**config.mk**
```make
export PLATFORM = sky130hd
export DESIGN_NAME = mmu_top
export DESIGN_NICKNAME = d
export VERILOG_FILES = /design/src/source/mmu_pkg.sv /design/src/source/tlb_if.sv /design/src/source/mmu_top.sv /design/src/source/pmp_check.sv /design/src/source/ptw.sv /design/src/source/tlb.sv
export SDC_FILE = /design/constraint.sdc
export NUM_CORES = 2
export LEC_CHECK = 0
export BUFFER_PORTS_ARGS = -buffer_cell sky130_fd_sc_hd__buf_2
export CORE_MARGIN = 1
export CORE_UTILIZATION = 45
export CTS_BUF_LIST = sky130_fd_sc_hd__clkbuf_16
export CTS_CLUSTER_DIAMETER = 30
export CTS_CLUSTER_SIZE = 20
export DETAILED_ROUTE_END_ITERATION = 12
export HOLD_SLACK_MARGIN = 0.12
export PLACE_DENSITY = 0.75
export SETUP_SLACK_MARGIN = 0.3
export SLEW_MARGIN = 20
export SYNTH_ARGS = -nofsm -noshare
export SYNTH_HDL_FRONTEND = slang
export SYNTH_HIERARCHICAL = 1
export SYNTH_SLANG_ARGS = --single-unit
```
**constraint.sdc**
```tcl
create_clock -name clk_i -period 25.6 [get_ports clk_i]
set_input_delay 3.84 -clock clk_i [delete_from_list [all_inputs] [get_ports clk_i]]
set_output_delay 3.84 -clock clk_i [all_outputs]
set_load 0.03 [all_outputs]
```
**src/source/mmu_pkg.sv**
```systemverilog
/*
 * Sv39 MMU shared definitions: address widths, PTE and TLB entry layouts,
 * fault codes, PMP configuration and walker states
 */
package mmu_pkg;

  // address widths
  localparam int VLEN = 39;
  localparam int PLEN = 56;
  localparam int PPNW = 44;
  // three 9-bit vpn fields
  localparam int VPNW = 27;

  // pte permission and status flags, low byte of a pte
  typedef struct packed {
    logic d;
    logic a;
    logic g;
    logic u;
    logic x;
    logic w;
    logic r;
    logic v;
  } pte_flags_t;

  typedef struct packed {
    logic [9:0]      reserved;
    logic [PPNW-1:0] ppn;
    logic [1:0]      rsw;
    pte_flags_t      flags;
  } pte_t;

  // LVL1 maps 1G, LVL2 maps 2M, LVL3 maps 4K
  typedef enum logic [1:0] {LVL1, LVL2, LVL3} level_e;

  typedef struct packed {
    logic [VPNW-1:0] vpn;
    logic [PPNW-1:0] ppn;
    level_e          level;
    pte_flags_t      flags;
  } tlb_entry_t;

  typedef enum logic [1:0] {FAULT_NONE, FAULT_PAGE, FAULT_ACCESS} fault_e;

  typedef enum logic [1:0] {PMP_OFF, PMP_TOR, PMP_NAPOT} pmp_mode_e;

  typedef struct packed {
    pmp_mode_e mode;
    logic      r;
  } pmp_cfg_t;

  typedef enum logic [2:0] {IDLE, LOOKUP, WB_READ, PTE_CHECK, RESPOND, DRAIN} ptw_state_e;

endpackage

```
**src/source/tlb_if.sv**
```systemverilog
/*
 * lookup and refill interface between one TLB and the walker
 */
`timescale 1ns/100ps

interface tlb_if;
  // lookup, answered in the same cycle
  logic [mmu_pkg::VLEN-1:0] lookup_vaddr;
  logic                     hit;
  mmu_pkg::tlb_entry_t      hit_entry;
  // one-cycle refill pulse
  logic                     refill_valid;
  mmu_pkg::tlb_entry_t      refill_entry;

  modport tlb (
    input  lookup_vaddr, refill_valid, refill_entry,
    output hit, hit_entry
  );

  modport ptw (
    output lookup_vaddr, refill_valid, refill_entry,
    input  hit, hit_entry
  );

endinterface

```
**src/source/mmu_top.sv**
```systemverilog
/*
 * Sv39 MMU top level: instruction and data TLBs with a shared walker
 */
`timescale 1ns/100ps

module mmu_top #(
  parameter int TLB_ENTRIES = 4,
  parameter int PMP_ENTRIES = 4
) (
  input  logic                                       clk_i,
  input  logic                                       rst_ni,
  input  logic                                       flush_i,
  input  logic                                       enable_translation_i,
  input  logic                                       mxr_i,
  input  logic [mmu_pkg::PPNW-1:0]                   satp_ppn_i,
  input  mmu_pkg::pmp_cfg_t [PMP_ENTRIES-1:0]        pmp_cfg_i,
  input  logic [PMP_ENTRIES-1:0][mmu_pkg::PLEN-3:0]  pmp_addr_i,
  // instruction fetch requester
  input  logic                                       ifetch_req_i,
  input  logic [mmu_pkg::VLEN-1:0]                   ifetch_vaddr_i,
  output logic                                       ifetch_valid_o,
  output logic [mmu_pkg::PLEN-1:0]                   ifetch_paddr_o,
  output mmu_pkg::fault_e                            ifetch_fault_o,
  // load/store requester
  input  logic                                       lsu_req_i,
  input  logic [mmu_pkg::VLEN-1:0]                   lsu_vaddr_i,
  input  logic                                       lsu_is_store_i,
  output logic                                       lsu_valid_o,
  output logic [mmu_pkg::PLEN-1:0]                   lsu_paddr_o,
  output mmu_pkg::fault_e                            lsu_fault_o,
  // wishbone read master
  output logic                                       wb_cyc_o,
  output logic                                       wb_stb_o,
  output logic [mmu_pkg::PLEN-1:0]                   wb_adr_o,
  input  logic [63:0]                                wb_dat_i,
  input  logic                                       wb_ack_i,
  input  logic                                       wb_err_i
);

  tlb_if itlb_bus ();
  tlb_if dtlb_bus ();

  tlb #(.TLB_ENTRIES (TLB_ENTRIES)) i_itlb (
    .clk_i   (clk_i),
    .rst_ni  (rst_ni),
    .flush_i (flush_i),
    .bus     (itlb_bus)
  );

  tlb #(.TLB_ENTRIES (TLB_ENTRIES)) i_dtlb (
    .clk_i   (clk_i),
    .rst_ni  (rst_ni),
    .flush_i (flush_i),
    .bus     (dtlb_bus)
  );

  ptw #(.PMP_ENTRIES (PMP_ENTRIES)) i_ptw (
    .clk_i                (clk_i),
    .rst_ni               (rst_ni),
    .flush_i              (flush_i),
    .enable_translation_i (enable_translation_i),
    .mxr_i                (mxr_i),
    .satp_ppn_i           (satp_ppn_i),
    .pmp_cfg_i            (pmp_cfg_i),
    .pmp_addr_i           (pmp_addr_i),
    .ifetch_req_i         (ifetch_req_i),
    .ifetch_vaddr_i       (ifetch_vaddr_i),
    .ifetch_valid_o       (ifetch_valid_o),
    .ifetch_paddr_o       (ifetch_paddr_o),
    .ifetch_fault_o       (ifetch_fault_o),
    .lsu_req_i            (lsu_req_i),
    .lsu_vaddr_i          (lsu_vaddr_i),
    .lsu_is_store_i       (lsu_is_store_i),
    .lsu_valid_o          (lsu_valid_o),
    .lsu_paddr_o          (lsu_paddr_o),
    .lsu_fault_o          (lsu_fault_o),
    .wb_cyc_o             (wb_cyc_o),
    .wb_stb_o             (wb_stb_o),
    .wb_adr_o             (wb_adr_o),
    .wb_dat_i             (wb_dat_i),
    .wb_ack_i             (wb_ack_i),
    .wb_err_i             (wb_err_i),
    .itlb                 (itlb_bus),
    .dtlb                 (dtlb_bus)
  );

endmodule

```
**src/source/pmp_check.sv**
```systemverilog
/*
 * PMP read check of a physical address, TOR and NAPOT, lowest entry wins
 */
`timescale 1ns/100ps

module pmp_check #(
  parameter int PMP_ENTRIES = 4
) (
  input  logic [mmu_pkg::PLEN-1:0]                   addr_i,
  input  mmu_pkg::pmp_cfg_t [PMP_ENTRIES-1:0]        cfg_i,
  input  logic [PMP_ENTRIES-1:0][mmu_pkg::PLEN-3:0]  pmpaddr_i,
  output logic                                       allow_o
);

  // pmpaddr registers hold word addresses
  logic [mmu_pkg::PLEN-3:0] word_addr;

  assign word_addr = addr_i[mmu_pkg::PLEN-1:2];

  always_comb begin
    logic                     found;
    logic                     hit;
    logic [mmu_pkg::PLEN-3:0] lower;
    logic [mmu_pkg::PLEN-3:0] care;
    allow_o = 1'b0;
    found   = 1'b0;
    // entry 0 TOR range starts at zero
    lower   = '0;
    for (int i = 0; i < PMP_ENTRIES; i++) begin
      // napot: trailing ones plus one more bit are don't-care
      care = ~(pmpaddr_i[i] ^ (pmpaddr_i[i] + 1'b1));
      case (cfg_i[i].mode)
        mmu_pkg::PMP_TOR:   hit = (word_addr >= lower) && (word_addr < pmpaddr_i[i]);
        mmu_pkg::PMP_NAPOT: hit = ((word_addr ^ pmpaddr_i[i]) & care) == '0;
        default:            hit = 1'b0;
      endcase
      if (hit && !found) begin
        allow_o = cfg_i[i].r;
        found   = 1'b1;
      end
      lower = pmpaddr_i[i];
    end
  end

endmodule

```
**src/source/ptw.sv**
```systemverilog
/*
 * request arbiter, TLB hit permission check, Sv39 page table walker FSM
 * and read-only Wishbone classic master
 */
`timescale 1ns/100ps

module ptw #(
  parameter int PMP_ENTRIES = 4
) (
  input  logic                                       clk_i,
  input  logic                                       rst_ni,
  input  logic                                       flush_i,
  input  logic                                       enable_translation_i,
  input  logic                                       mxr_i,
  input  logic [mmu_pkg::PPNW-1:0]                   satp_ppn_i,
  input  mmu_pkg::pmp_cfg_t [PMP_ENTRIES-1:0]        pmp_cfg_i,
  input  logic [PMP_ENTRIES-1:0][mmu_pkg::PLEN-3:0]  pmp_addr_i,
  input  logic                                       ifetch_req_i,
  input  logic [mmu_pkg::VLEN-1:0]                   ifetch_vaddr_i,
  output logic                                       ifetch_valid_o,
  output logic [mmu_pkg::PLEN-1:0]                   ifetch_paddr_o,
  output mmu_pkg::fault_e                            ifetch_fault_o,
  input  logic                                       lsu_req_i,
  input  logic [mmu_pkg::VLEN-1:0]                   lsu_vaddr_i,
  input  logic                                       lsu_is_store_i,
  output logic                                       lsu_valid_o,
  output logic [mmu_pkg::PLEN-1:0]                   lsu_paddr_o,
  output mmu_pkg::fault_e                            lsu_fault_o,
  output logic                                       wb_cyc_o,
  output logic                                       wb_stb_o,
  output logic [mmu_pkg::PLEN-1:0]                   wb_adr_o,
  input  logic [63:0]                                wb_dat_i,
  input  logic                                       wb_ack_i,
  input  logic                                       wb_err_i,
  tlb_if.ptw                                         itlb,
  tlb_if.ptw                                         dtlb
);

  // permission rules shared by hits and walked leaves
  function automatic logic perm_ok(input mmu_pkg::pte_flags_t f, input logic dside,
                                   input logic store, input logic mxr);
    logic ok;
    if (!dside) begin
      ok = f.x && f.a;
    end else if (store) begin
      ok = f.w && f.d && f.a;
    end else begin
      // mxr makes execute-only pages readable
      ok = f.a && (f.r || (f.x && mxr));
    end
    return ok;
  endfunction

  // superpages take their low ppn parts from the vaddr
  function automatic logic [mmu_pkg::PLEN-1:0] make_paddr(input logic [mmu_pkg::PPNW-1:0] ppn,
                                                          input mmu_pkg::level_e lvl,
                                                          input logic [mmu_pkg::VLEN-1:0] va);
    logic [mmu_pkg::PPNW-1:0] p;
    p = ppn;
    if (lvl == mmu_pkg::LVL1) begin
      p[17:0] = va[29:12];
    end
    if (lvl == mmu_pkg::LVL2) begin
      p[8:0] = va[20:12];
    end
    return {p, va[11:0]};
  endfunction

  mmu_pkg::ptw_state_e       state_q, state_d;
  logic                      dside_q, dside_d;
  logic                      store_q, store_d;
  logic [mmu_pkg::VLEN-1:0]  vaddr_q, vaddr_d;
  mmu_pkg::level_e           level_q, level_d;
  logic [mmu_pkg::PLEN-1:0]  pptr_q, pptr_d;
  mmu_pkg::pte_t             pte_q, pte_d;
  logic [mmu_pkg::PLEN-1:0]  paddr_q, paddr_d;
  mmu_pkg::fault_e           fault_q, fault_d;
  logic [mmu_pkg::PLEN-1:0]  walk_pptr;
  logic                      pmp_allow;
  logic                      refill;
  logic                      sel_hit;
  mmu_pkg::tlb_entry_t       sel_entry;
  logic                      pte_invalid;
  logic                      pte_leaf;
  logic                      misaligned;

  // both TLBs look up the latched vaddr
  assign itlb.lookup_vaddr = vaddr_q;
  assign dtlb.lookup_vaddr = vaddr_q;
  assign sel_hit           = dside_q ? dtlb.hit : itlb.hit;
  assign sel_entry         = dside_q ? dtlb.hit_entry : itlb.hit_entry;

  // ------------------------------
  // next pte pointer and PMP check
  // ------------------------------
  always_comb begin
    if (state_q == mmu_pkg::LOOKUP) begin
      walk_pptr = {satp_ppn_i, vaddr_q[38:30], 3'b000};
    end else if (level_q == mmu_pkg::LVL1) begin
      walk_pptr = {pte_q.ppn, vaddr_q[29:21], 3'b000};
    end else begin
      walk_pptr = {pte_q.ppn, vaddr_q[20:12], 3'b000};
    end
  end

  pmp_check #(
    .PMP_ENTRIES (PMP_ENTRIES)
  ) i_pmp_check (
    .addr_i    (walk_pptr),
    .cfg_i     (pmp_cfg_i),
    .pmpaddr_i (pmp_addr_i),
    .allow_o   (pmp_allow)
  );

  // pte decode
  assign pte_invalid = !pte_q.flags.v || (!pte_q.flags.r && pte_q.flags.w);
  assign pte_leaf    = pte_q.flags.r || pte_q.flags.x;
  assign misaligned  = ((level_q == mmu_pkg::LVL1) && (pte_q.ppn[17:0] != '0)) ||
                       ((level_q == mmu_pkg::LVL2) && (pte_q.ppn[8:0] != '0));

  // ------------------------------
  // walker FSM
  // ------------------------------
  always_comb begin
    state_d = state_q;
    dside_d = dside_q;
    store_d = store_q;
    vaddr_d = vaddr_q;
    level_d = level_q;
    pptr_d  = pptr_q;
    pte_d   = pte_q;
    paddr_d = paddr_q;
    fault_d = fault_q;
    refill  = 1'b0;
    case (state_q)
      mmu_pkg::IDLE: begin
        // data side first
        if (lsu_req_i) begin
          dside_d = 1'b1;
          store_d = lsu_is_store_i;
          vaddr_d = lsu_vaddr_i;
          state_d = mmu_pkg::LOOKUP;
        end else if (ifetch_req_i) begin
          dside_d = 1'b0;
          store_d = 1'b0;
          vaddr_d = ifetch_vaddr_i;
          state_d = mmu_pkg::LOOKUP;
        end
      end
      mmu_pkg::LOOKUP: begin
        state_d = mmu_pkg::RESPOND;
        fault_d = mmu_pkg::FAULT_NONE;
        paddr_d = '0;
        if (!enable_translation_i) begin
          // bare mode, zero-extended vaddr
          paddr_d = {{(mmu_pkg::PLEN - mmu_pkg::VLEN){1'b0}}, vaddr_q};
        end else if (sel_hit) begin
          if (perm_ok(sel_entry.flags, dside_q, store_q, mxr_i)) begin
            paddr_d = make_paddr(sel_entry.ppn, sel_entry.level, vaddr_q);
          end else begin
            fault_d = mmu_pkg::FAULT_PAGE;
          end
        end else if (!pmp_allow) begin
          fault_d = mmu_pkg::FAULT_ACCESS;
        end else begin
          // miss, start at the root table
          pptr_d  = walk_pptr;
          level_d = mmu_pkg::LVL1;
          state_d = mmu_pkg::WB_READ;
        end
      end
      mmu_pkg::WB_READ: begin
        if (wb_err_i) begin
          paddr_d = '0;
          fault_d = mmu_pkg::FAULT_ACCESS;
          state_d = mmu_pkg::RESPOND;
        end else if (wb_ack_i) begin
          pte_d   = mmu_pkg::pte_t'(wb_dat_i);
          state_d = mmu_pkg::PTE_CHECK;
        end
      end
      mmu_pkg::PTE_CHECK: begin
        // page fault unless a rule below clears it
        state_d = mmu_pkg::RESPOND;
        fault_d = mmu_pkg::FAULT_PAGE;
        paddr_d = '0;
        if (!pte_invalid && pte_leaf) begin
          if (!misaligned && perm_ok(pte_q.flags, dside_q, store_q, mxr_i)) begin
            refill  = 1'b1;
            fault_d = mmu_pkg::FAULT_NONE;
            paddr_d = make_paddr(pte_q.ppn, level_q, vaddr_q);
          end
        end else if (!pte_invalid && (level_q != mmu_pkg::LVL3)) begin
          // pointer to the next table
          if (!pmp_allow) begin
            fault_d = mmu_pkg::FAULT_ACCESS;
          end else begin
            pptr_d  = walk_pptr;
            level_d = (level_q == mmu_pkg::LVL1) ? mmu_pkg::LVL2 : mmu_pkg::LVL3;
            state_d = mmu_pkg::WB_READ;
          end
        end
      end
      mmu_pkg::RESPOND: state_d = mmu_pkg::IDLE;
      mmu_pkg::DRAIN: begin
        // close the abandoned bus cycle
        if (wb_ack_i || wb_err_i) begin
          state_d = mmu_pkg::IDLE;
        end
      end
      default: state_d = mmu_pkg::IDLE;
    endcase

    // flush drops the request without a response
    if (flush_i) begin
      if ((state_q == mmu_pkg::LOOKUP) || (state_q == mmu_pkg::PTE_CHECK)) begin
        state_d = mmu_pkg::IDLE;
        refill  = 1'b0;
      end else if (state_q == mmu_pkg::WB_READ) begin
        state_d = (wb_ack_i || wb_err_i) ? mmu_pkg::IDLE : mmu_pkg::DRAIN;
      end
    end
  end

  always_ff @(posedge clk_i or negedge rst_ni) begin
    if (!rst_ni) begin
      state_q <= mmu_pkg::IDLE;
      dside_q <= 1'b0;
    end else begin
      state_q <= state_d;
      dside_q <= dside_d;
    end
  end

  // request and walk payload
  always_ff @(posedge clk_i) begin
    store_q <= store_d;
    vaddr_q <= vaddr_d;
    level_q <= level_d;
    pptr_q  <= pptr_d;
    pte_q   <= pte_d;
    paddr_q <= paddr_d;
    fault_q <= fault_d;
  end

  // ------------------------------
  // TLB refill and outputs
  // ------------------------------
  assign itlb.refill_valid = refill && !dside_q;
  assign dtlb.refill_valid = refill && dside_q;
  assign itlb.refill_entry = {vaddr_q[38:12], pte_q.ppn, level_q, pte_q.flags};
  assign dtlb.refill_entry = {vaddr_q[38:12], pte_q.ppn, level_q, pte_q.flags};

  // bus cycle stays open through DRAIN
  assign wb_cyc_o = (state_q == mmu_pkg::WB_READ) || (state_q == mmu_pkg::DRAIN);
  assign wb_stb_o = wb_cyc_o;
  assign wb_adr_o = pptr_q;

  assign ifetch_valid_o = (state_q == mmu_pkg::RESPOND) && !dside_q;
  assign lsu_valid_o    = (state_q == mmu_pkg::RESPOND) && dside_q;
  assign ifetch_paddr_o = ifetch_valid_o ? paddr_q : '0;
  assign lsu_paddr_o    = lsu_valid_o ? paddr_q : '0;
  assign ifetch_fault_o = ifetch_valid_o ? fault_q : mmu_pkg::FAULT_NONE;
  assign lsu_fault_o    = lsu_valid_o ? fault_q : mmu_pkg::FAULT_NONE;

endmodule

```
**src/source/tlb.sv**
```systemverilog
/*
 * fully associative TLB: combinational lookup with superpage masking,
 * round-robin refill and flush
 */
`timescale 1ns/100ps

module tlb #(
  parameter int TLB_ENTRIES = 4
) (
  input logic clk_i,
  input logic rst_ni,
  input logic flush_i,
  tlb_if.tlb  bus
);

  localparam int IDXW = (TLB_ENTRIES > 1) ? $clog2(TLB_ENTRIES) : 1;

  mmu_pkg::tlb_entry_t              entries_q [TLB_ENTRIES];
  logic [TLB_ENTRIES-1:0]           valid_q;
  logic [IDXW-1:0]                  rr_ptr_q;
  logic [mmu_pkg::VPNW-1:0]         lookup_vpn;
  logic [TLB_ENTRIES-1:0]           match;

  assign lookup_vpn = bus.lookup_vaddr[mmu_pkg::VLEN-1:12];

  // ------------------------------
  // lookup
  // ------------------------------
  always_comb begin
    for (int i = 0; i < TLB_ENTRIES; i++) begin
      // vpn[2] always compared
      match[i] = valid_q[i] && (entries_q[i].vpn[26:18] == lookup_vpn[26:18]);
      // vpn[1] ignored for 1G pages
      if (entries_q[i].level != mmu_pkg::LVL1) begin
        match[i] = match[i] && (entries_q[i].vpn[17:9] == lookup_vpn[17:9]);
      end
      // vpn[0] only compared for 4K pages
      if (entries_q[i].level == mmu_pkg::LVL3) begin
        match[i] = match[i] && (entries_q[i].vpn[8:0] == lookup_vpn[8:0]);
      end
    end
  end

  // walk downward so the lowest matching slot wins
  always_comb begin
    bus.hit       = 1'b0;
    bus.hit_entry = entries_q[0];
    for (int i = TLB_ENTRIES - 1; i >= 0; i--) begin
      if (match[i]) begin
        bus.hit       = 1'b1;
        bus.hit_entry = entries_q[i];
      end
    end
  end

  // ------------------------------
  // refill and flush
  // ------------------------------
  always_ff @(posedge clk_i or negedge rst_ni) begin
    if (!rst_ni) begin
      valid_q  <= '0;
      rr_ptr_q <= '0;
    end else if (flush_i) begin
      valid_q <= '0;
    end else if (bus.refill_valid) begin
      valid_q[rr_ptr_q] <= 1'b1;
      // round-robin victim pointer, wraps at the last slot
      if (rr_ptr_q == IDXW'(TLB_ENTRIES - 1)) begin
        rr_ptr_q <= '0;
      end else begin
        rr_ptr_q <= rr_ptr_q + 1'b1;
      end
    end
  end

  // entry payload
  always_ff @(posedge clk_i) begin
    if (bus.refill_valid && !flush_i) begin
      entries_q[rr_ptr_q] <= bus.refill_entry;
    end
  end

endmodule

```
==> flow_summary.yaml <==
clocking:
  cts.sinks: 831
  cts_inserted_buffers: 144
  clk_pin_slew_ps: 50
  cts_setup_buffers: 0
  cts-root-buf: "clkbuf_16"
  cts-resized-gates: 0
  clock_path_buffers: 3
  cts_tree: "done"
  ctsHtreeMaxLevel: 4
  insertion_delay_ps: 740
  ctsHoldBuffers: 0
floorplan:
  start_util_pct: 45.7
  die_area_um2: 100000
  io_pins: 600
  die_width_um: 316
  core_area_um2: 97300
  die_y_um: 316
  rows: 114
place:
  dp_hpwl_um: 109000
  dp.cells: 5374
  gp_congestion: 1.02
  portBuffers: 582
global_routing:
  grt_max_degree: 77
  globalRouteMet3Util_pct: 7.42
  grt_pass1_wl_um: 219000
  grt_pass1_vias: 33194
  grtUsageMet1_pct: 35.9
  track_usage_pct: 30.2
  met2_usage_pct: 50.5
  antenna_found_initial: 56
  grt_overflow_total: 0
  busiest_layer: "met2"
critical_path:
  rr_startpoint: "i_ptw/state_q[2]"
  crit_type: "in2reg"
  end_kind: "flop"
  r2r_cells: 20
  startpoint: "satp_ppn_i[42]"
  cp.arrival_ps: 9940
  r2r-end: "i_ptw/wb_adr_o[19]"
  crit_path_start_kind: "input port"
  r2r_slack_ps: 17200
  cp_max_fo: 53
  critical_path_required_ps: 25950
min_path:
  min_from: "i_dtlb/valid_q[3]"
  hold-path-cell-count: 1
  hp-class: "reg2reg"
  holdPathEnd: "i_dtlb/valid_q[3]"
timing:
  rsz0062_at_grt: "false"
  fin_worst_skew_ps: 31.6
  final_hold_viol_count: 0
  relSlewSlack_pct: 24.1
  fmaxAchievable_mhz: 104
  min_period_ps: 9600
  setup_violations: 0
  tightest_slew_ps: 1140
  slew_violations: 0
  finalSetupTns_ps: 0
  finalCritPeriodShare_pct: 37.5
layout:
  nets: 4903
  syn2layout_area_growth_pct: 19.1
  fin_cells: 5662
  layout-drive-gt1-share_pct: 23.8
job:
  drv_cap: 0
synth:
  yosysWarnings: 6
  avgSynthCellArea_um2: 12.0
  syn_inst: 3717
  syn_area_um2: 44500
power:
  p_leak_uw: 0.0206
  powerDensity_nw_per_um2: 90.3
  intPower_uw: 3250
  clockPowerShare_pct: 40.4
  vdd_drop_max_mv: 0.0579
  comb_power_share_pct: 24.9
  power.share.sequential_pct: 34.7
  switching_share_pct: 32.1
  p_sw_uw: 1540
routing:
  detail_route.iter0.violations: 3945
  vias: 34402
  firstDrtPassIters: 6
  drc_errors: 0
  ant_nets: 0
  avgViaCountPerCell: 6.08
  wl_um: 155000
  wl_per_cell_um: 27.4
status:
  status: "finished clean"
## sequential cells by signal, summed over array words and instances, names as in the netlist, 2 cells and up
name and cells:
i_ptw/dtlb.lookup_vaddr 39, i_dtlb/entries_q 312, i_ptw/state_q 3, i_ptw/dtlb.refill_entry 50
i_ptw/wb_adr_o 53, i_ptw/paddr_q 56, i_itlb/valid_q 4, i_ptw/fault_q 2
i_dtlb/rr_ptr_q 2, i_itlb/rr_ptr_q 2, i_dtlb/valid_q 4, i_ptw/level_q 2
i_itlb/entries_q 300
## cells in the final DEF, fill, tap and decap left out, drive strengths merged, types with 127 or more instances in the layout
master / instances
a31oi: 159
and2: 156
buf: 648
clkbuf: 147
edfxtp: 815
ha: 235
inv: 302
nand2: 216
nor2: 199
xnor2: 127
## metrics by stage
stage                     area [µm²]  util, %  worst slack (ps)  hold WS (ps)  total power (µW)
after floorplan                44500        -             14140           449              2430
after global placement         47900     49.2             15410           459              2840
after detailed placement       47900     49.2             15400           470              2850
after CTS                      52900     54.3             16140           484              4790
after global routing           52900     54.4             15900           502              4950
final                          52900     54.4             16000           482              4780
## worst max-delay path, stage by stage
cell and delay [ps]:
buf_2 100, mux2_2 390, ha_1 450, a22oi_1 280, or4_1 640, nor4b_1 330
nand4b_1 130, nor4_1 190, nor4bb_1 910, nand3_1 170, o31ai_1 390, a21o_1 190
a2bb2oi_2 460, a21boi_0 420, nor3b_2 260, buf_4 700
## worst max-delay path by stage
stage                    endpoint  cells past startpoint
2_1_floorplan  i_ptw/wb_adr_o[10]                     14
3_3_place_gp   i_ptw/wb_adr_o[14]                     16
3_5_place_dp   i_ptw/wb_adr_o[16]                     16
4_1_cts        i_ptw/wb_adr_o[52]                     16
5_1_grt        i_ptw/wb_adr_o[48]                     16
6_report       i_ptw/wb_adr_o[19]                     16
## layout make-up
| type | count | area [µm²] |
|---|---|---|
| sequential | 831 | 24900 |
| clock inverter | 118 | 1310 |
| tap | 1276 | 1600 |
| inverter | 269 | 1010 |
| antenna | 23 | 57.6 |
| timing repair buffer | 648 | 3410 |
| fill | 8003 | 44300 |
| multi-input combinational | 2350 | 17000 |
| clock buffer | 147 | 3680 |
## power groups by stage
stage / Clock [µW] / Combinational, µW / Sequential (µW)
floorplan: 0 / 743 / 1690
global placement: 0 / 1160 / 1680
detailed placement: 0 / 1170 / 1690
CTS: 1950 / 1180 / 1660
global route: 2010 / 1270 / 1670
finish: 1930 / 1190 / 1660
## metal layers
layer	up-vias	wire (µm)
li1	15148	-
met1	16694	56700
met2	2067	74400
met3	437	15000
met4	56	8830
met5	-	384
No activity file was read; power rests on OpenSTA's default activity.
